<file path="config.mk">
export PLATFORM = sky130hd
export DESIGN_NAME = reg_file
export DESIGN_NICKNAME = d
export VERILOG_FILES = /design/src/verilog/reg_file.sv
export VERILOG_INCLUDE_DIRS = /design/src /design/src/verilog
export SDC_FILE = /design/constraint.sdc
export NUM_CORES = 2
export LEC_CHECK = 0
export BUFFER_PORTS_ARGS = -buffer_cell sky130_fd_sc_hd__buf_4
export CAP_MARGIN = 0
export CORE_UTILIZATION = 58
export DETAILED_ROUTE_END_ITERATION = 8
export PLACE_DENSITY = 0.74
export SETUP_SLACK_MARGIN = 0.1
export SLEW_MARGIN = 5
export SYNTH_ARGS = -nofsm -noshare
export SYNTH_HDL_FRONTEND = slang
export SYNTH_SLANG_ARGS = --single-unit
</file>
<file path="constraint.sdc">
create_clock -name i_clk -period 1.55 [get_ports i_clk]
set_input_delay 0.0775 -clock i_clk [delete_from_list [all_inputs] [get_ports i_clk]]
set_output_delay 0.0775 -clock i_clk [all_outputs]
set_load 0.01 [all_outputs]
</file>
<file path="src/verilog/exec_consts.svh">
`ifndef EXEC_CONSTS_SVH
`define EXEC_CONSTS_SVH

// Data path and address width
`define XLEN 32

// Instruction word
`define INST_W 32

// Scalar register file
`define REG_ADDR_W 5
`define NUM_REGS 32

// Return address offset for JAL and JALR
`define PC_STEP 4

// Store width code, in bytes
`define WR_WIDTH_W 3

`endif
</file>
<file path="src/verilog/reg_file.sv">
`timescale 1ns/1ns
`include "exec_consts.svh"

module reg_file (
   input  logic                   i_clk,
   input  logic                   i_rst,
   input  logic                   i_we,
   input  logic [`REG_ADDR_W-1:0] i_waddr,
   input  logic [`XLEN-1:0]       i_wdata,
   input  logic [`REG_ADDR_W-1:0] i_raddr1,
   input  logic [`REG_ADDR_W-1:0] i_raddr2,
   output logic [`XLEN-1:0]       o_rdata1,
   output logic [`XLEN-1:0]       o_rdata2
);
   logic [`XLEN-1:0] regs [`NUM_REGS];

   // x0 is never written, so it stays at its reset value of zero
   always_ff @(posedge i_clk) begin
      if (i_rst) begin
         for (int i = 0; i < `NUM_REGS; i++) begin
            regs[i] <= '0;
         end
      end else if (i_we && i_waddr != '0) begin
         regs[i_waddr] <= i_wdata;
      end
   end

   assign o_rdata1 = regs[i_raddr1];
   assign o_rdata2 = regs[i_raddr2];

   assert property (@(posedge i_clk) disable iff (i_rst)
      (i_we && i_waddr == '0) |=> (regs[0] == '0))
      else $error("reg_file: x0 changed after a write to index 0");

endmodule

</file>
### Word-level counts from Yosys, hierarchy flattened

Memories as Yosys holds them, arrays and structs flattened.
Index checks and enable logic that the tools add are counted.
W data, S select, Z words.

| storage, ports and cells | value |
|---|---|
| memories kept | 1 |
| bits in read-only memories | 0 |
| bits in registers | 0 |
| memory bits (writable) | 1024 |
| latch bits | 0 |
| bits of input ports | 50 |
| output and inout bits | 64 |
| logic and storage cells | 12 |

| cells by class | value |
|---|---|
| bitwise operators | 0 |
| add/sub/neg operators | 0 |
| divide/modulo/power cells | 0 |
| reductions and logical operators | 3 |
| muxes and demuxes | 8 |
| shift operators | 0 |
| order comparisons | 0 |
| multiply operators | 0 |
| equal/unequal tests | 0 |

Memory list:

| name | depth | bits a word | read ports | clocked after Yosys merged registers in | write ports | RTL line | source |
|---|---|---|---|---|---|---|---|
| regs | 32 | 32 | 2 | 0 | 32 | reg_file.sv:15 | `` logic [`XLEN-1:0] regs [`NUM_REGS]; `` |

Operators with widths:

| operator | number |
|---|---|
| $mux W32 | 1 |
| $reduce_or A32 Y1 | 1 |
| $mux W1 | 6 |
| $mux W5 | 1 |
| $reduce_bool A5 Y1 | 1 |
| $logic_and A1 B1 Y1 | 1 |

### Depth between registers and ports, before layout

| depth | value |
|---|---|
| word-level depth | 7 |
| gate-level depth with buffers | 8 |
| mapped depth without buffers | 5 |

### Least setup slack after synthesis

No wires, ideal clock.

| timing path | value |
|---|---|
| path kind | input-to-reg |
| start | input port i_rst |
| end | memory regs[12][0] (netlist name) (enable) |
| arrival | 1.311 ns |
| cell stages on the path | 5 |
| buffers on the path | 1 |
| path slack | -0.135 ns |
| setup time | 0.375 ns |
| required time | 1.175 ns |
| cells stage by stage | nand2b_1 -> or3_1 -> buf_6 -> nor2_4 -> or2_2 |

RTL lines:

| element | RTL line | source |
|---|---|---|
| start, declared | reg_file.sv:6 | `input logic i_rst,` |
| end, declared | reg_file.sv:15 |  |

==> results.md <==
* Rel. slew slack at 64.5%
* Fmax at 0.447 GHz
* DRC Markers at 0
* Final hold vios at 0
* WL per Instance at between 30 and 40 um
* RSZ-0062 raised after global routing: true
* TritonCTS Sinks at 1024
* Worst VDD drop at 0.887 mV
* Vias per inst at between 6 and 7
* Die ar. at between 0.09 and 0.1 mm2
* WHS at 0.187 ns
* CTS Buf Count at 107
* GRT Util Overall at between 30% and 40%
* Synth warn at 0
* Top reg by flops: regs
* Final antenna-violating net count at 0
* DIE HEIGHT at 312 um
* Share of power burned in registers at approximately 49%
* I/O Pins at 114
* Final setup fails at 64
* Core area at 0.0953 mm2
* DP Area at 0.0625 mm2
* Starting Density at between 50% and 60%
* HP Class: input pin to register
* CP endpoint kind: output pin
* Via count of the first global-routing pass at 40.8k
* TritonCTS clock tree: yes
* Htree depth at 3
* Routability cong. at between 0.9 and 1
* Internal power at between 50 and 60 mW
* Post-synth cell types at 29
* CP arrival at between 2 and 2.5 ns
* Sequential fraction of the synthesis area at 55.0%
* Post-Layout Inst Area at 0.0672 mm2
* Pins over their slew limit at 0
* Max-cap violations at 0
* Die width at 312 um
* Setup ws final at -0.689 ns
* Worst setup path class: register to output pin
* Cell area after synthesis at 0.0559 mm2
* Syn avg cell area at 12.1 um2
* CP required at 1.47 ns
* Final Power at 67.6 mW
* Clk buf depth at 3
* Rows at 113
* Synth Register Bits at 1024
* Worst-Margin Slew at 0.533 ns
* First-pass GRT wire length at 274000 um
* Worst slack, placed at -0.486 ns
* Largest regs: regs (1024)
* Drt first-iter violations at 5780
* Placed insts at 6052
* Final worst path period need at ~2.2 ns
* Clk slew on worst S/H paths at 0.05 ns
* Largest net degree at the start of global routing at 52
* PwrDens at ~1000 mW/mm2
* Final TNS setup at -34.70 ns
* Grt total ovfl at 0
* Status: complete, but fails checks
* Critical path launch point type: register
* Leak at 26.8 nW
* NumNets Final at 4967
* Layout cells sized above 1 at 18.7%
* Routed WL at 192000 um
* Fin cells at roughly 6.3k
* Switching portion of total power at 25.9%
* Failing checks: negative setup slack
* Clock root cell: clkbuf_16
* Comb pwr share at between 10% and 20%
* Vias post-DR at 41.5k
* Buffers on Ports at 113
* Sw Pwr at roughly 17 mW
* Clock share of power at 36.7%
* Crit-path max FO at 2
* Hpwl dp at 128000 um
* Max reg flops at 1024
* Final Util at roughly 71%
* Cells after synthesis at 4605
* Area Overhead vs Synth at 20.3%
* Final period utilization at 144%
* First-pass DRT Iterations at 6
* Initial antenna violation count at 10
[synth_stat cells (all sizes together)]
cell type / n / area [um2]
mux2i: 1024 / 10200
edfxtp: 1024 / 30700
and2: 994 / 6220
a21oi: 192 / 961
a22o: 128 / 1120
or3: 2 / 12.5
or2: 33 / 206
nand2b: 5 / 31.3
buf: 212 / 1260
nand3: 194 / 976
nor2: 35 / 201
nor2b: 5 / 31.3
a22oi: 192 / 1440
nand2: 196 / 736
clkbuf: 234 / 916
nand3b: 4 / 33.8
nor3: 64 / 320
or3b: 2 / 22.5
conb: 1 / 3.75
a31oi: 64 / 400
[power groups by stage]
| stage | logic [mW] | clock network [mW] | registers, mW |
|---|---|---|---|
| final | 9.85 | 24.8 | 32.9 |
| after global routing | 10.2 | 25.8 | 33.0 |
| after CTS | 9.52 | 24.8 | 32.9 |
| after detailed placement | 8.99 | 0 | 33.4 |
| after global placement | 8.88 | 0 | 33.3 |
| after floorplan | 4.90 | 0 | 33.1 |
[worst max-delay path, cell delays in order (launching register included)]
cell	delay [ns]
edfxtp_1	0.42
mux2i_1	0.23
a22o_1	0.22
nor3_2	0.06
a31oi_1	0.22
nand3_1	0.16
buf_4	0.17
[metal layers]
metal  part of all wire, %  GRT usage, %  vias to the layer above
met2                    45          60.2                     2972
met5                 0.011             0                        -
met4                   6.1          21.3                        6
met1                    37          50.9                    20400
met3                    12          8.03                      674
li1                      -             -                    17500
[cell families after synthesis]
logic type | synth area share [%]
mux | 18.3
buf+inv | 3.90
compound gates | 7.02
other cells | 0.00671
simple gates | 15.7
flops | 55.0
[final cells by class]
class | count | area, um2
clock buffers | 132 | 2810
fillers | 6611 | 28100
clock inverters | 56 | 444
diodes | 3 | 7.51
flip-flops and latches | 1024 | 30700
well taps | 1265 | 1580
repair buffers | 618 | 7200
multi-input cells | 3166 | 24400
[worst paths after layout]
path / start / cells after the start / endpoint / slack [ns]
hold / removal: i_waddr[3] / 5 / regs[12][4] / 0.19
setup / recovery: regs[6][10] / 6 / o_rdata1[10] / -0.69
[cell usage in the layout (no fill, tap or decap), types with 4 or more instances in the layout]
cell type and count:
a31oi_2 14, a21oi_1 192, buf_12 181, bufinv_16 7, nor2_4 33, and2_1 992, or2_4 31, a22oi_1 190
nand3_4 12, a31oi_4 23, a31oi_1 27, mux2i_1 1023, edfxtp_1 1024, conb_1 32, nor3_4 11, nor3_1 13
clkbuf_1 23, nand3_2 24, clkinv_1 26, nor2b_4 4, clkbuf_16 109, clkinvlp_4 4, buf_4 349, clkinv_2 16
nand3_1 158, buf_6 53, nor3_2 40, nand2b_2 4, dlygate4sd3_1 33, nand2_1 194, a22o_1 128
[what timing repair did]
item | 4_1_cts | 5_1_grt
resized for setup | 175 | 50
hold buffers | 33 | 0
endpoints found under the hold margin | 1004 | 0
pin swaps | 92 | 101
endpoints found under the setup margin | 64 | 64
setup buffers | 1 | 6
Note: power is estimated with default switching activity, not from simulation.
