`src/verilog/exec_consts.svh`:
```
`ifndef EXEC_CONSTS_SVH
`define EXEC_CONSTS_SVH

// Data path and address width
`define XLEN 32

// Instruction word
`define INST_W 32

// Scalar register file
`define REG_ADDR_W 5
`define NUM_REGS 32

// Return address offset for JAL and JALR
`define PC_STEP 4

// Store width code, in bytes
`define WR_WIDTH_W 3

`endif
```
`src/verilog/exec_pkg.sv`:
```
package exec_pkg;

   // RV32I major opcodes
   typedef enum logic [6:0] {
      LOAD   = 7'b0000011,
      STORE  = 7'b0100011,
      OP_IMM = 7'b0010011,
      OP_REG = 7'b0110011,
      LUI    = 7'b0110111,
      AUIPC  = 7'b0010111,
      JAL    = 7'b1101111,
      JALR   = 7'b1100111,
      BRANCH = 7'b1100011,
      // FENCE encoding, executed as a no-op
      NOP    = 7'b0001111
   } opcode_e;

   typedef enum logic [3:0] {
      ALU_ADD  = 4'd0,
      ALU_SUB  = 4'd1,
      ALU_SLT  = 4'd2,
      ALU_SLTU = 4'd3,
      ALU_AND  = 4'd4,
      ALU_OR   = 4'd5,
      ALU_XOR  = 4'd6,
      ALU_SLL  = 4'd7,
      ALU_SRL  = 4'd8,
      ALU_SRA  = 4'd9
   } alu_op_e;

   // Branch funct3
   typedef enum logic [2:0] {
      BEQ  = 3'b000,
      BNE  = 3'b001,
      BLT  = 3'b100,
      BGE  = 3'b101,
      BLTU = 3'b110,
      BGEU = 3'b111
   } branch_fn_e;

   // Load funct3
   typedef enum logic [2:0] {
      LB  = 3'b000,
      LH  = 3'b001,
      LW  = 3'b010,
      LBU = 3'b100,
      LHU = 3'b101
   } load_fn_e;

endpackage

```
`src/verilog/mem_access.sv`:
```
`timescale 1ns/1ns
`include "exec_consts.svh"

module mem_access (
   input  logic                   i_valid,
   input  exec_pkg::opcode_e      i_opcode,
   input  logic [2:0]             i_funct3,
   input  logic [`XLEN-1:0]       i_addr,
   input  logic [`XLEN-1:0]       i_store_data,
   input  logic                   i_wr_ready,
   input  logic                   i_rd_valid,
   input  logic [`XLEN-1:0]       i_data,
   output logic [`XLEN-1:0]       o_addr,
   output logic [`XLEN-1:0]       o_data,
   output logic [`WR_WIDTH_W-1:0] o_wr_width,
   output logic                   o_wr_valid,
   output logic                   o_rd_ready,
   output logic [`XLEN-1:0]       o_load_value,
   output logic                   o_finished
);
   exec_pkg::load_fn_e load_fn;
   logic               is_load;
   logic               is_store;

   assign load_fn  = exec_pkg::load_fn_e'(i_funct3);
   assign is_load  = i_valid && (i_opcode == exec_pkg::LOAD);
   assign is_store = i_valid && (i_opcode == exec_pkg::STORE);

   assign o_wr_valid = is_store;
   assign o_rd_ready = is_load;
   assign o_addr     = (is_load || is_store) ? i_addr : '0;
   assign o_data     = is_store ? i_store_data : '0;

   // SB, SH, SW
   always_comb begin
      o_wr_width = '0;
      if (is_store) begin
         case (i_funct3)
            3'b000:  o_wr_width = `WR_WIDTH_W'(1);
            3'b001:  o_wr_width = `WR_WIDTH_W'(2);
            3'b010:  o_wr_width = `WR_WIDTH_W'(4);
            default: o_wr_width = '0;
         endcase
      end
   end

   always_comb begin
      case (load_fn)
         exec_pkg::LB:  o_load_value = {{(`XLEN-8){i_data[7]}}, i_data[7:0]};
         exec_pkg::LH:  o_load_value = {{(`XLEN-16){i_data[15]}}, i_data[15:0]};
         exec_pkg::LBU: o_load_value = {{(`XLEN-8){1'b0}}, i_data[7:0]};
         exec_pkg::LHU: o_load_value = {{(`XLEN-16){1'b0}}, i_data[15:0]};
         default:       o_load_value = i_data;
      endcase
   end

   // Memory instructions end on the handshake, all others in one cycle
   always_comb begin
      if (is_store)
         o_finished = i_wr_ready;
      else if (is_load)
         o_finished = i_rd_valid;
      else
         o_finished = i_valid;
   end

   always_comb begin
      assert (!(o_wr_valid && o_rd_ready))
         else $error("mem_access: read and write strobes raised together");
   end

endmodule

```
`config.mk`:
```
export PLATFORM = sky130hd
export DESIGN_NAME = mem_access
export DESIGN_NICKNAME = d
export VERILOG_FILES = /design/src/verilog/exec_pkg.sv /design/src/verilog/mem_access.sv
export VERILOG_INCLUDE_DIRS = /design/src /design/src/verilog
export SDC_FILE = /design/constraint.sdc
export NUM_CORES = 1
export LEC_CHECK = 0
export BUFFER_PORTS_ARGS = -buffer_cell sky130_fd_sc_hd__buf_2
export CAP_MARGIN = 20
export CORE_AREA = 8 8 76 78
export DETAILED_ROUTE_END_ITERATION = 6
export DIE_AREA = 0 0 84 86
export PLACE_DENSITY = 0.79
export RECOVER_POWER = 25
export SYNTH_ARGS = -nofsm -noshare
export SYNTH_HDL_FRONTEND = slang
export SYNTH_SLANG_ARGS = --single-unit
```
`constraint.sdc`:
```
create_clock -name vclk -period 2.72
set_clock_uncertainty 0.15 [all_clocks]
set_input_delay 0.136 -clock vclk [all_inputs]
set_output_delay 0.136 -clock vclk [all_outputs]
set_load 0.02 [all_outputs]
```
# Yosys cells after proc, flatten, opt, wreduce, memory -nomap -nowiden
# Cells that the tools add are included.
[totals]
ff_bits = 0
latchBits = 0
ram_bits = 0
romBits = 0
in_bits = 109
out_inout_bits = 102
wordCells = 17
mem_count = 0
[op_classes]
add_sub_neg = 0
n_mul = 0
n_div = 0
order_cmp = 0
n_eq_ne = 6
shifts = 0
n_mux = 7
n_bitwise = 0
n_reduce_logical = 4
[ops]
columns = ["operator", "n"]
rows = [
  ["32-bit one-hot mux with 4 select lines", 1],
  ["32-bit two-way mux", 2],
  ["3-bit one-hot mux with 3 select lines", 1],
  ["7-bit by 2-bit == test with 1-bit output, second input constant", 1],
  ["7-bit by 6-bit == test with 1-bit output, second input constant", 1],
  ["3-bit == test, second input constant", 2],
  ["3-bit by 1-bit == test with 1-bit output, second input constant", 1],
  ["3-bit by 2-bit == test with 1-bit output, second input constant", 1],
  ["3-bit zero test", 1],
  ["3-bit two-way mux", 1],
  ["1-bit logical AND", 2],
  ["1-bit two-way mux", 2],
  ["1-bit logical OR", 1],
]

# Longest topological paths before layout
[depth]
ltp_word = 4
depth_mapped = 4
ltp_nobuf = 2

# Worst setup path after synthesis
# Ideal clock, no wire load.
[synth_path]
kind = "input port to output port"
startpoint = "input i_opcode[3]"
endpoint = "output o_data[10]"
arrival_ps = 1608
required_ps = 2434
setup_slack_ps = 826
path_stages = 4
n_path_buf = 2
path_cell_list = "or4_4 > buf_6 > buf_6 > nor4_1"
[synth_between]
elab_chain_len = 3
[synth_rtl]
columns = ["item", "line", "text"]
rows = [
  ["from (decl)", "mem_access.sv:6", "input exec_pkg::opcode_e i_opcode,"],
  ["7-bit by 6-bit == test with 1-bit output", "mem_access.sv:27", "assign is_store = i_valid && (i_opcode == exec_pkg::STORE);"],
  ["1-bit logical AND", "mem_access.sv:27", ""],
  ["32-bit two-way mux", "mem_access.sv:32", "assign o_data = is_store ? i_store_data : '0;"],
  ["to (decl)", "mem_access.sv:14", "output logic [`XLEN-1:0] o_data,"],
]
# No other way between the ends.

# Worst setup path after layout
[layout_path]
startpoint = "input i_funct3[1]"
endpoint = "output o_load_value[10]"
[layout_between]
elab_chain_len = 2
elab_cells_between_ends = 5
classes_between = "3 x eq/ne; 1 x mux; 1 x reduce/logical"
[layout_rtl]
columns = ["item", "line", "text"]
rows = [
  ["from (decl)", "mem_access.sv:7", "input logic [2:0] i_funct3,"],
  ["3-bit == test, or another cell as far along", "mem_access.sv:48", "case (load_fn)"],
  ["32-bit one-hot mux with 4 select lines *", "mem_access.sv:48", ""],
  ["to (decl)", "mem_access.sv:18", "output logic [`XLEN-1:0] o_load_value,"],
]
# Every way passes the cells marked *; elsewhere a longest branch is shown, timed or not.

==> flow_metrics.py <==
metrics = {
    "setup_path": {
        "path_delay_family": "simple AND/OR/NAND/NOR gates",
        "cp-end-kind": "primary output",
        "required_ns": 2.43,
        "worst-setup-path-type": "primary input to primary output",
        "cp_num_buf_inv": 2,
        "worstSetupStartpointType": "primary input",
        "max_stage_delay_ns": 1.09,
        "cp_max_fo": 22,
        "arrival_ns": 1.85,
        "crit_slowest_cell": "nor4b_1",
        "path_cells": "buf_2, nor4b_1, a21o_1, clkbuf_1",
    },
    "drt": {
        "drt-total-wl_mm": 6.35,
        "via_per_inst": 4.66,
        "first_iter_violations": 40,
        "vias": 2053,
        "wl_per_cell_um": 14.4,
        "first_pass_iters": 4,
        "final_antenna_net_count": 0,
        "drc": 0,
    },
    "pwr": {
        "power.density_nw_per_um2": 123,
        "max-vdd-ir-drop_mv": 0.0915,
        "p_leak_uw": 0.00139,
    },
    "grt": {
        "antenna_found_initial": 0,
        "grt_util_met3_pct": 6.45,
        "grt_start_max_net_pins": 71,
        "grt_pass1_vias": 2078,
        "track_usage_pct": 15.6,
        "use_met1_pct": 16.4,
        "busiest_layer": "met2",
        "grt_overflow": 0,
        "globalRouteMet2Util_pct": 29.4,
        "grt_pass1_wl_mm": 9.92,
    },
    "cells_and_area": {
        "seqCellArea_um2": 0,
        "clkbuf_count": 0,
        "multiInputGateArea_um2": 736,
        "diodes": 0,
        "nets": 498,
        "flops_and_latches": 0,
        "fin_cells": 441,
        "fill_cells": 495,
        "syn_to_final_growth_pct": 73.9,
        "drive_gt1_share_pct": 49.4,
    },
    "cts": {
        "hold_buffers": 0,
        "ctsResizeCount": 0,
        "post-cts-setup-buffers": 0,
    },
    "timing": {
        "hold_viol_final": 0,
        "fmax_mhz": 468,
        "max_slew_margin_pct": 14.6,
        "setup_viol": 0,
        "fin_crit_sh_pct": 78.5,
        "worst_pin_slew_ns": 1.26,
        "grt_setup_unrepaired": "no",
        "tns_ns": 0,
        "min_period_ns": 2.13,
        "maxSlewViolCount": 0,
    },
    "logic_synthesis": {
        "yosysWarningCount": 0,
        "synth_area_um2": 1190,
        "synth.distinct_cells": 20,
        "syn_nets": 330,
        "avgSynthCellArea_um2": 5.37,
        "yosysSeqAreaShare_pct": 0,
        "syn_inst": 221,
    },
    "die": {
        "io_pins": 211,
        "start_util_pct": 25.8,
        "die-area_um2": 7220,
        "core_um2": 4600,
        "die_w_um": 84,
        "num_rows": 25,
        "die_h_um": 86,
    },
    "place": {
        "io_buffers": 197,
        "placedCellCount": 440,
        "dp_hpwl_mm": 5.16,
        "place.gp.congestion": 0.791,
    },
    "status": {
        "status": "finished, final reports clean",
    },
    "flow_run": {
        "drv_cap": 0,
    },
    "hold_path": {
        "hold_class": "primary input to primary output",
    },
}
[logic make-up after synthesis]
family	Yosys count	share of synthesized area, %
buffers and inverters	100	37.7
and+or+nand+nor	94	48.0
AOI/OAI and AO/OA	25	12.6
muxes	2	1.79
[final timing paths]
path	end	slack, ns	cells past startpoint	startpoint
worst min-delay path	o_load_value[3]	0.12	0	i_data[3]
worst max-delay path	o_load_value[10]	0.59	4	i_funct3[1]
[cell usage after synthesis (all sizes together)]
| master | n | area share (%) |
|---|---|---|
| nor4 | 68 | 36 |
| inv | 64 | 20 |
| buf | 26 | 14 |
| nand2 | 18 | 5.7 |
| o21ai | 16 | 6.8 |
| clkbuf | 9 | 2.8 |
| a21o | 8 | 5.1 |
| or2 | 2 | 1.1 |
| or4bb | 2 | 1.9 |
| clkinv | 1 | 0.32 |
| mux2 | 1 | 0.95 |
| mux2i | 1 | 0.84 |
| nor3 | 1 | 0.42 |
| nor4b | 1 | 1.3 |
| o31a | 1 | 0.74 |
| or4 | 1 | 0.95 |
| or4b | 1 | 0.84 |
[per-layer routing]
layer / part of all wire, % / up-vias
met5: 0 / -
met4: 0.24 / 0
met3: 11 / 2
met2: 49 / 117
met1: 39 / 856
li1: - / 1078
[final cells by class]
class	count	share of cell area [%]
Inverter	65	11.8
Multi-Input combinational cell	121	35.7
Tap cell	54	3.27
Timing Repair Buffer	201	49.2
[cells in the final DEF, fill, tap and decap left out]
cell type / netlist / routed
clkinv_1: 1 / 1
buf_4: 8 / 3
or2_2: 2 / 2
or4bb_1: 2 / 2
or4b_2: 1 / 1
nor3_1: 1 / 1
or4_4: 1 / 1
a21o_1: 8 / 8
buf_16: 0 / 1
mux2_2: 1 / 1
inv_1: 64 / 64
nor4b_1: 0 / 1
o31a_1: 1 / 1
nand2_2: 0 / 1
clkbuf_1: 9 / 16
nand2_1: 18 / 17
buf_2: 3 / 181
mux2i_1: 1 / 1
nor4_1: 68 / 68
o21ai_0: 16 / 16
[metrics by stage]
step	hold slack [ns]	area [um2]	setup slack, ns	total power, uW	utilization (%)
2_1_floorplan	0.212	1190	0.826	155	-
3_3_place_gp	0.122	2060	0.798	250	44.8
3_5_place_dp	0.122	2060	0.727	254	44.8
4_1_cts	0.122	2060	0.728	255	44.8
5_1_grt	0.122	2060	0.443	280	44.9
6_report	0.122	2060	0.585	253	44.9
[power by group]
part	switching, uW	total (uW)	internal [uW]
clock	0	0	0
sequential	0	0	0
combinational	152	253	101
Power figures use the tool's default switching activity.
