### src/verilog/exec_consts.svh
`ifndef EXEC_CONSTS_SVH
`define EXEC_CONSTS_SVH

// Data path and address width
`define XLEN 32

// Instruction word
`define INST_W 32

// Scalar register file
`define REG_ADDR_W 5
`define NUM_REGS 32

// Return address offset for JAL and JALR
`define PC_STEP 4

// Store width code, in bytes
`define WR_WIDTH_W 3

`endif
### src/verilog/exec_pkg.sv
package exec_pkg;

   // RV32I major opcodes
   typedef enum logic [6:0] {
      LOAD   = 7'b0000011,
      STORE  = 7'b0100011,
      OP_IMM = 7'b0010011,
      OP_REG = 7'b0110011,
      LUI    = 7'b0110111,
      AUIPC  = 7'b0010111,
      JAL    = 7'b1101111,
      JALR   = 7'b1100111,
      BRANCH = 7'b1100011,
      // FENCE encoding, executed as a no-op
      NOP    = 7'b0001111
   } opcode_e;

   typedef enum logic [3:0] {
      ALU_ADD  = 4'd0,
      ALU_SUB  = 4'd1,
      ALU_SLT  = 4'd2,
      ALU_SLTU = 4'd3,
      ALU_AND  = 4'd4,
      ALU_OR   = 4'd5,
      ALU_XOR  = 4'd6,
      ALU_SLL  = 4'd7,
      ALU_SRL  = 4'd8,
      ALU_SRA  = 4'd9
   } alu_op_e;

   // Branch funct3
   typedef enum logic [2:0] {
      BEQ  = 3'b000,
      BNE  = 3'b001,
      BLT  = 3'b100,
      BGE  = 3'b101,
      BLTU = 3'b110,
      BGEU = 3'b111
   } branch_fn_e;

   // Load funct3
   typedef enum logic [2:0] {
      LB  = 3'b000,
      LH  = 3'b001,
      LW  = 3'b010,
      LBU = 3'b100,
      LHU = 3'b101
   } load_fn_e;

endpackage

### src/verilog/inst_decoder.sv
`timescale 1ns/1ns
`include "exec_consts.svh"

module inst_decoder (
   input  logic [`INST_W-1:0]     i_inst,
   input  logic [`XLEN-1:0]       i_pc,
   input  logic [`XLEN-1:0]       i_rs1_data,
   input  logic [`XLEN-1:0]       i_rs2_data,
   output exec_pkg::opcode_e      o_opcode,
   output logic [2:0]             o_funct3,
   output logic [`REG_ADDR_W-1:0] o_rd,
   output logic [`REG_ADDR_W-1:0] o_rs1,
   output logic [`REG_ADDR_W-1:0] o_rs2,
   output exec_pkg::alu_op_e      o_alu_op,
   output logic [`XLEN-1:0]       o_alu_a,
   output logic [`XLEN-1:0]       o_alu_b,
   output logic [`XLEN-1:0]       o_u_imm,
   output logic                   o_writes_rd,
   output logic                   o_invalid
);
   logic [6:0]       funct7;
   logic             is_reg;
   logic [`XLEN-1:0] imm_i;
   logic [`XLEN-1:0] imm_s;
   logic [`XLEN-1:0] imm_b;
   logic [`XLEN-1:0] imm_j;

   assign o_opcode = exec_pkg::opcode_e'(i_inst[6:0]);
   assign o_rd     = i_inst[11:7];
   assign o_funct3 = i_inst[14:12];
   assign o_rs1    = i_inst[19:15];
   assign o_rs2    = i_inst[24:20];
   assign funct7   = i_inst[31:25];
   assign is_reg   = (o_opcode == exec_pkg::OP_REG);

   // Sign-extended immediates
   assign imm_i   = {{(`XLEN-12){i_inst[31]}}, i_inst[31:20]};
   assign imm_s   = {{(`XLEN-12){i_inst[31]}}, i_inst[31:25], i_inst[11:7]};
   assign imm_b   = {{(`XLEN-13){i_inst[31]}}, i_inst[31], i_inst[7], i_inst[30:25],
                     i_inst[11:8], 1'b0};
   assign imm_j   = {{(`XLEN-21){i_inst[31]}}, i_inst[31], i_inst[19:12], i_inst[20],
                     i_inst[30:21], 1'b0};
   assign o_u_imm = {i_inst[31:12], 12'b0};

   always_comb begin
      o_alu_op    = exec_pkg::ALU_ADD;
      o_alu_a     = i_rs1_data;
      o_alu_b     = imm_i;
      o_writes_rd = 1'b0;
      o_invalid   = 1'b0;
      case (o_opcode)
         exec_pkg::LOAD:  o_writes_rd = 1'b1;
         exec_pkg::STORE: o_alu_b = imm_s;
         exec_pkg::BRANCH: begin
            o_alu_a = i_pc;
            o_alu_b = imm_b;
         end
         exec_pkg::JAL: begin
            o_alu_a     = i_pc;
            o_alu_b     = imm_j;
            o_writes_rd = 1'b1;
         end
         exec_pkg::JALR:  o_writes_rd = 1'b1;
         exec_pkg::AUIPC: begin
            o_alu_a     = i_pc;
            o_alu_b     = o_u_imm;
            o_writes_rd = 1'b1;
         end
         exec_pkg::LUI:   o_writes_rd = 1'b1;
         exec_pkg::NOP:   ;
         exec_pkg::OP_IMM, exec_pkg::OP_REG: begin
            o_writes_rd = 1'b1;
            if (is_reg)
               o_alu_b = i_rs2_data;
            case (o_funct3)
               3'b000: begin
                  // SUB only exists in register form
                  if (is_reg && funct7 == 7'b0100000)
                     o_alu_op = exec_pkg::ALU_SUB;
                  else if (is_reg && funct7 != 7'b0000000)
                     o_invalid = 1'b1;
               end
               3'b001: begin
                  o_alu_op  = exec_pkg::ALU_SLL;
                  o_invalid = (funct7 != 7'b0000000);
               end
               3'b010: o_alu_op = exec_pkg::ALU_SLT;
               3'b011: o_alu_op = exec_pkg::ALU_SLTU;
               3'b100: o_alu_op = exec_pkg::ALU_XOR;
               3'b101: begin
                  if (funct7 == 7'b0100000)
                     o_alu_op = exec_pkg::ALU_SRA;
                  else
                     o_alu_op = exec_pkg::ALU_SRL;
                  o_invalid = (funct7 != 7'b0000000) && (funct7 != 7'b0100000);
               end
               3'b110: o_alu_op = exec_pkg::ALU_OR;
               default: o_alu_op = exec_pkg::ALU_AND;
            endcase
         end
         default: o_invalid = 1'b1;
      endcase
   end

endmodule

### config.mk
export PLATFORM = sky130hd
export DESIGN_NAME = inst_decoder
export DESIGN_NICKNAME = d
export VERILOG_FILES = /design/src/verilog/exec_pkg.sv /design/src/verilog/inst_decoder.sv
export VERILOG_INCLUDE_DIRS = /design/src /design/src/verilog
export SDC_FILE = /design/constraint.sdc
export NUM_CORES = 1
export LEC_CHECK = 0
export BUFFER_PORTS_ARGS = -buffer_cell sky130_fd_sc_hd__buf_2
export CAP_MARGIN = 10
export CORE_AREA = 2 2 99 101
export DETAILED_ROUTE_END_ITERATION = 6
export DIE_AREA = 0 0 101 103
export PLACE_DENSITY = 0.53
export SLEW_MARGIN = 40
export SYNTH_ARGS = -nofsm -noshare
export SYNTH_HDL_FRONTEND = slang
export SYNTH_SLANG_ARGS = --single-unit
### constraint.sdc
create_clock -name vclk -period 2.33
set_clock_uncertainty 0.15 [all_clocks]
set_input_delay 0.3495 -clock vclk [all_inputs]
set_output_delay 0.3495 -clock vclk [all_outputs]
set_load 0.02 [all_outputs]
* Word level (Yosys, flattened, before mapping) *
Cells that the tools add are included.

cells by class
  eq/ne operators = 18
  multiplexer cells = 12
  reductions and logical operators = 9

operators by type and width
  operator                                                               number
  32-bit one-hot mux with 5 select lines                                 1
  32-bit two-way mux                                                     2
  7-bit by 6-bit equality test with 1-bit output, second input constant  4
  4-bit one-hot mux with 7 select lines                                  1
  7-bit equality test, second input constant                             3
  7-bit by 5-bit equality test with 1-bit output, second input constant  2
  3-bit equality test, second input constant                             3
  8-bit OR reduction                                                     1
  7-bit by 2-bit equality test with 1-bit output, second input constant  1
  7-bit by 4-bit equality test with 1-bit output, second input constant  1
  7-bit by 6-bit != test with 1-bit output, second input constant        1
  7-bit nonzero test                                                     1
  7-bit OR reduction                                                     1
  3-bit by 2-bit equality test with 1-bit output, second input constant  2
  1-bit two-way mux                                                      5
  4-bit two-way mux                                                      1
  3-bit by 1-bit equality test with 1-bit output, second input constant  1
  1-bit logical AND                                                      3
  3-bit zero test                                                        1
  1-bit one-hot mux with 3 select lines                                  1
  3-bit OR reduction                                                     1
  1-bit one-hot mux with 2 select lines                                  1
  2-bit OR reduction                                                     1

word-level totals
  bits in registers = 0
  input bits = 128
  output and inout bits = 127
  logic and storage cells = 39

* Logic depth before layout (Yosys ltp) *
Gate-level depths: netlist (run 1).

  depth after elaboration = 6
  depth in mapped cells = 7
  depth with buffers taken out = 4

* Least setup slack after synthesis (run 1) *
No wires, ideal clock.

  path type = input -> output
  start = input i_inst[2]
  end = output o_alu_b[20]
  arrival = 1.737 ns
  data required time = 1.831 ns
  slack = 0.093 ns
  cell stages on the path = 7
  path buffers = 3
  cells stage by stage = buf_2 -> buf_2 -> nand3_1 -> nor3_1 -> buf_2 -> a21oi_1 -> o21ai_0

between the ends
  word-level cells in the longest chain between the ends = 3
  elaborated cells between the ends (all ways) = 9
  those cells by class = eq/ne (6); mux (2); reduce/logical (1)

ends and longest elaborated chain
  element                                                                                                                  RTL line                                text
  start: declaration                                                                                                       inst_decoder.sv:5                       input logic [`INST_W-1:0] i_inst,
  7-bit by 6-bit equality test with 1-bit output / 7-bit by 5-bit equality test with 1-bit output (equally long branches)  inst_decoder.sv:34, inst_decoder.sv:51
  32-bit two-way mux / 2-bit OR reduction (equally long branches)                                                          inst_decoder.sv:73, inst_decoder.sv:51
  32-bit one-hot mux with 5 select lines (*)                                                                               inst_decoder.sv:51                      case (o_opcode)
  end: declaration                                                                                                         inst_decoder.sv:16                      output logic [`XLEN-1:0] o_alu_b,

Every way passes the cells marked *; elsewhere a longest branch is shown, timed or not.

* Worst setup path in the final report (run 1) *
  start = input i_inst[31]
  end = output o_invalid

between the ends
  word-level cells in the longest chain between the ends = 6
  elaborated cells between the ends (all ways) = 10
  those cells by class = eq/ne (2); mux (4); reduce/logical (4)

ends and longest elaborated chain
  element                                    RTL line                                                    text
  7-bit nonzero test                         inst_decoder.sv:80, inst_decoder.sv:85, inst_decoder.sv:95
  1-bit logical AND                          inst_decoder.sv:80                                          else if (is_reg && funct7 != 7'b0000000)
  1-bit two-way mux                          inst_decoder.sv:80
  1-bit two-way mux                          inst_decoder.sv:78                                          if (is_reg && funct7 == 7'b0100000)
  1-bit one-hot mux with 3 select lines (*)  inst_decoder.sv:75                                          case (o_funct3)
  1-bit one-hot mux with 2 select lines (*)  inst_decoder.sv:51
  end: declaration                           inst_decoder.sv:19                                          output logic o_invalid

Marked as above.

==> run_results.csv, run 1 <==
group,metric,value,unit
die,die_h,103,um
logic_synthesis,synth_top_area_cell,"buf_4",
placement,port_buffers,243,
timing,period_needed,2.303,ns
clock_tree,hold_buffers,0,
timing,finalSetupViolations,0,
global_route,grtUsageTotal,13.22,%
drt,ant_nets,0,
flow_run,drv_cap,0,
logic_synthesis,ys_warn_count,0,
worst_hold_path,hold_class,"input port to primary output",
die,rows,36,
cells_and_area,area_delta_synth_final,62.06,%
cells_and_area,nClkBuffers,0,
timing,drv_slew,0,
global_route,grt_pass1_vias,2130,
global_route,grt_pass1_wl,11210,um
cells_and_area,nets,595,
placement,place_area,2950,um2
cells_and_area,regArea,0,um2
power_and_ir_drop,p_per_area,206.3,nW/um2
logic_synthesis,synth_area,1857,um2
drt,avgRoutedWirePerCell,14.45,um
die,die_w,101,um
power_and_ir_drop,ir_worst_vdd,0.1300,mV
global_route,antenna_found_initial,0,
drt,drt-initial-drc-count,70,
drt,first_pass_iters,4,
die,core-area,9459,um2
cells_and_area,fin_util,31.81,%
critical_path,cp.required,1.83,ns
die,initial_core_util,19.63,%
drt,wl,8364,um
power_and_ir_drop,p_leak,1.644,nW
critical_path,startpoint_type,"input port",
critical_path,cp.arrival,1.80,ns
cells_and_area,fin_area,3009,um2
logic_synthesis,synth_cell_types,49,
cells_and_area,seq_cell_count,0,
critical_path,cp_max_fo,2,
global_route,grt_max_degree,33,
run_status,status,"finished, final reports clean",
global_route,grt_overflow,0,
timing,hold_viol_final,0,
logic_synthesis,syn_inst,258,
timing,fmax,0.4342,GHz
die,io_pins,255,
placement,gp_congestion,0.8920,
timing,min_period_over_period,98.84,%
logic_synthesis,synthTopCellsByArea,"buf_4, mux2_2, a21oi_1",
placement,hpwl,6984,um
cells_and_area,layout-drive-gt1-share,68.17,%
drt,via_count,2623,
critical_path,end_kind,"primary output",
die,die_area,10400,um2
critical_path,critPathKind,"input port to primary output",
clock_tree,cts_setup_buffers,0,
logic_synthesis,synth.top_cell.area_share,23.05,%
cells_and_area,antenna_cells,0,
timing,rsz0062_at_grt,"true",
drt,drc_errors,0,
logic_synthesis,ys_seq_area_share,0,%
drt,post_drt_via_cell_ratio,4.530,
logic_synthesis,avgSynthCellArea,7.197,um2
[routing by layer]
| layer | share of wire, % | vias to the layer above | GRT usage, % |
|---|---|---|---|
| met5 | 0 | - | 0 |
| met3 | 5.3 | 2 | 0.8814 |
| met4 | 0.23 | 0 | 0.3119 |
| li1 | - | 1285 | - |
| met2 | 50 | 99 | 22.26 |
| met1 | 45 | 1237 | 19.57 |
[metrics by stage]
stage | TNS [ns] | hold WS (ns) | cells | setup slack [ns] | total power [mW]
6_report | 0 | 0.7794 | 579 | 0.02709 | 0.6208
2_1_floorplan | 0 | 0.6616 | 269 | 0.09325 | 0.3955
3_5_place_dp | -0.09299 | 0.7794 | 578 | -0.09299 | 0.6101
3_3_place_gp | -0.1141 | 0.7793 | 578 | -0.1141 | 0.6058
4_1_cts | 0 | 0.7807 | 578 | 0.006063 | 0.6133
5_1_grt | -0.05046 | 0.7833 | 579 | -0.05046 | 0.6668
[cell usage in the layout, fill, tap and decap left out, drive strengths merged, types with 3 or more instances in the layout]
master / count
and2: 4
conb: 12
inv: 3
nand2b: 5
a31oi: 3
nand3: 5
a221o: 12
a22o: 7
a21oi: 24
nor2: 14
nor3: 5
buf: 270
nand2: 20
o21ai: 15
mux2: 33
[Yosys cell counts (2+ instances only)]
| library cell | count |
|---|---|
| a21oi_1 | 24 |
| a221o_1 | 12 |
| a22o_1 | 7 |
| a31oi_1 | 3 |
| and2_1 | 4 |
| and3b_1 | 2 |
| buf_2 | 9 |
| buf_4 | 57 |
| buf_6 | 4 |
| clkbuf_1 | 5 |
| inv_1 | 3 |
| mux2_2 | 32 |
| nand2_1 | 20 |
| nand2b_1 | 5 |
| nand3_1 | 4 |
| nand3b_1 | 2 |
| nor2_1 | 12 |
| nor3_1 | 5 |
| nor3b_1 | 2 |
| o21a_1 | 2 |
| o21ai_0 | 14 |
| xnor2_1 | 2 |
| xor2_1 | 2 |
[critical path, cell delays in order]
cell and delay [ns]:
buf_6 0.09, or4_4 0.55, o41ai_2 0.21, o21ai_1 0.10, a311o_1 0.36, buf_6 0.15
[logic make-up after synthesis]
kind of cell    share of synthesized area (%)
buf+inv                                 29.78
compound gates                          28.51
simple gates                            19.61
mux                                     20.01
xor+xnor                                1.887
other cells                            0.2020
[area by class of cell]
cell class                      count  area, um2
Fill cell                        1056       6450
Timing Repair Buffer              271       1476
Multi-Input combinational cell    191       1379
Tap cell                          114      142.6
Inverter                            3      11.26
[timing repair]
action,CTS,global route
pin swaps,2,2
cloned,0,1
resized for setup,2,11
endpoints found under the setup margin,1,46
endpoints found under the hold margin,0,0
[power by group]
group,internal [mW],switching [mW]
clock network,0,0
logic,0.262,0.359
registers,0,0
[path summary, 6_finish.rpt]
check	from	endpoint	slack [ns]	cells past startpoint
worst max-delay path	i_inst[31]	o_invalid	0.03	6
worst min-delay path	i_inst[8]	o_rd[1]	0.78	2
Note: power is estimated with default switching activity, not from simulation.
==> run 2: changes to the inputs <==
--- a/config.mk
+++ b/config.mk
@@ -12,6 +12,7 @@
 export DETAILED_ROUTE_END_ITERATION = 6
 export DIE_AREA = 0 0 101 103
 export PLACE_DENSITY = 0.53
+export SETUP_SLACK_MARGIN = 0.1
 export SLEW_MARGIN = 40
 export SYNTH_ARGS = -nofsm -noshare
 export SYNTH_HDL_FRONTEND = slang
==> run 2 against run 1 <==
Net effect:
- critical path depth stayed put
- highest routed layer unchanged
- cell count grew 0.52%
- worst hold slack gained 0.017 ns
- largest power group unchanged
- largest cell class unchanged
==> run_results.csv, run 2 (synthesized netlist as in run 1, its figures left out) <==
group,metric,value,unit
critical_path,end_kind,"primary output",
global_route,grtUsageTotal,14.10,%
cells_and_area,nets,598,
power_and_ir_drop,ir_worst_vdd,0.1162,mV
cells_and_area,layout_common_cells,"buf_2, buf_6, buf_4",
drt,first_pass_iters,4,
cells_and_area,layout-drive-gt1-share,71.79,%
die,initial_core_util,19.63,%
die,die_w,101,um
global_route,grt_pass1_vias,2150,
cells_and_area,num-fill-cells,1054,
drt,wl,9492,um
critical_path,cp_max_fo,2,
placement,dp_cells,577,
placement,port_buffers,243,
power_and_ir_drop,p_total,713.5,uW
global_route,grt_overflow,0,
critical_path,cp.arrival,1.76,ns
critical_path,critPathKind,"input port to primary output",
die,rows,36,
critical_path,startpoint,"i_inst[25]",
critical_path,path_common_cell,"buf_6",
critical_path,startpoint_type,"input port",
cells_and_area,layoutNonFillerInstCount,582,
timing,period_needed,2.260,ns
worst_hold_path,hold-path-cell-count,2,
drt,drc_errors,0,
cells_and_area,regArea,0,um2
timing,worst_hold_slack,0.7960,ns
drt,avgRoutedWirePerCell,16.31,um
cells_and_area,layout_commonest_cell,"buf_2",
timing,drv_slew,0,
drt,ant_nets,0,
global_route,grt_pass1_wl,11740,um
power_and_ir_drop,p_per_area,207.2,nW/um2
critical_path,crit_chain,"buf_6, or4_4, o41ai_2, o21ai_1, a311o_1, buf_6",
timing,finalSetupViolations,0,
placement,gp_congestion,0.9122,
timing,fmax,0.4425,GHz
clock_tree,hold_buffers,0,
run_status,status,"finished, final reports clean",
timing,min_period_over_period,96.99,%
worst_hold_path,hold_start,"i_inst[2]",
critical_path,crit_slowest_cell,"or4_4",
critical_path,crit_end,"o_invalid",
timing,rsz0062_at_grt,"true",
cells_and_area,seq_cell_count,0,
drt,post_drt_via_cell_ratio,4.522,
flow_run,drv_cap,0,
die,die_h,103,um
drt,via_count,2632,
critical_path,max_stage_delay,0.57,ns
die,io_pins,255,
cells_and_area,antenna_cells,0,
timing,hold_viol_final,0,
worst_hold_path,hold_class,"input port to primary output",
placement,hpwl,7343,um
cells_and_area,nClkBuffers,0,
cells_and_area,area_delta_synth_final,85.44,%
critical_path,cp.required,1.83,ns
power_and_ir_drop,p_leak,1.814,nW
die,core-area,9459,um2
cells_and_area,fin_util,36.40,%
die,die_area,10400,um2
global_route,antenna_found_initial,0,
drt,drt-initial-drc-count,65,
global_route,grt_max_degree,33,
==> run 2: cell count changes in the layout (fill, tap and decap cells not counted), moves of 2 or more <==
cell	before	now
buf_2	239	197
o21ai_0	13	3
mux2_4	0	3
clkbuf_16	0	2
nor3_2	2	0
o21ai_2	0	11
buf_6	2	39
mux2_2	32	29
buf_4	26	32
==> run 2: through the flow <==
| stage | TNS, ns | setup slack [ns] | cell area (um2) |
|---|---|---|---|
| after floorplan | 0 | 0.1566 | 1898 |
| after global placement | -0.1006 | -0.1006 | 2943 |
| after detailed placement | -0.09818 | -0.07912 | 2943 |
| after CTS | 0 | 0.05192 | 2993 |
| after global routing | -0.1877 | -0.04265 | 3443 |
| final | 0 | 0.07017 | 3443 |
==> run 2: worst max-delay path: cells and delay by family <==
family,cells,cell delay [ns]
buffers and inverters,2,0.23
AO/OA/AOI/OAI,3,0.60
AND/OR/NAND/NOR,1,0.57
==> run 2: worst min-delay path by stage <==
stage	end	slack, ns
after floorplan	o_funct3[0]	0.66
after global placement	o_u_imm[16]	0.80
after detailed placement	o_rs1[3]	0.80
after CTS	o_u_imm[16]	0.80
after global routing	o_u_imm[16]	0.81
final	o_opcode[2]	0.80
==> run 2: report_power, final <==
| group | internal [mW] | switching, mW |
|---|---|---|
| Clock | 0 | 0 |
| Sequential | 0 | 0 |
| Combinational | 0.326 | 0.388 |
==> run 2: metal layers <==
layer | GRT usage (%) | vias up | share of wire (%)
met3 | 0.4746 | 2 | 4.5
met2 | 23.90 | 95 | 52
met5 | 0 | - | 0
met1 | 20.94 | 1235 | 43
li1 | - | 1300 | -
met4 | 0.5198 | 0 | 0.37
==> run 2: cell type report <==
type	instances	area [um2]	share of cell area, %
inverters	3	15.01	0.4360
multi-input cells	191	1503	43.64
well taps	114	142.6	4.142
repair buffers	274	1783	51.78
==> run 2: what timing repair did <==
action | in CTS | in global routing
setup endpoints to repair | 62 | 59
setup buffers | 0 | 1
pin swaps | 4 | 3
gates resized for setup | 9 | 112
gates cloned | 1 | 3
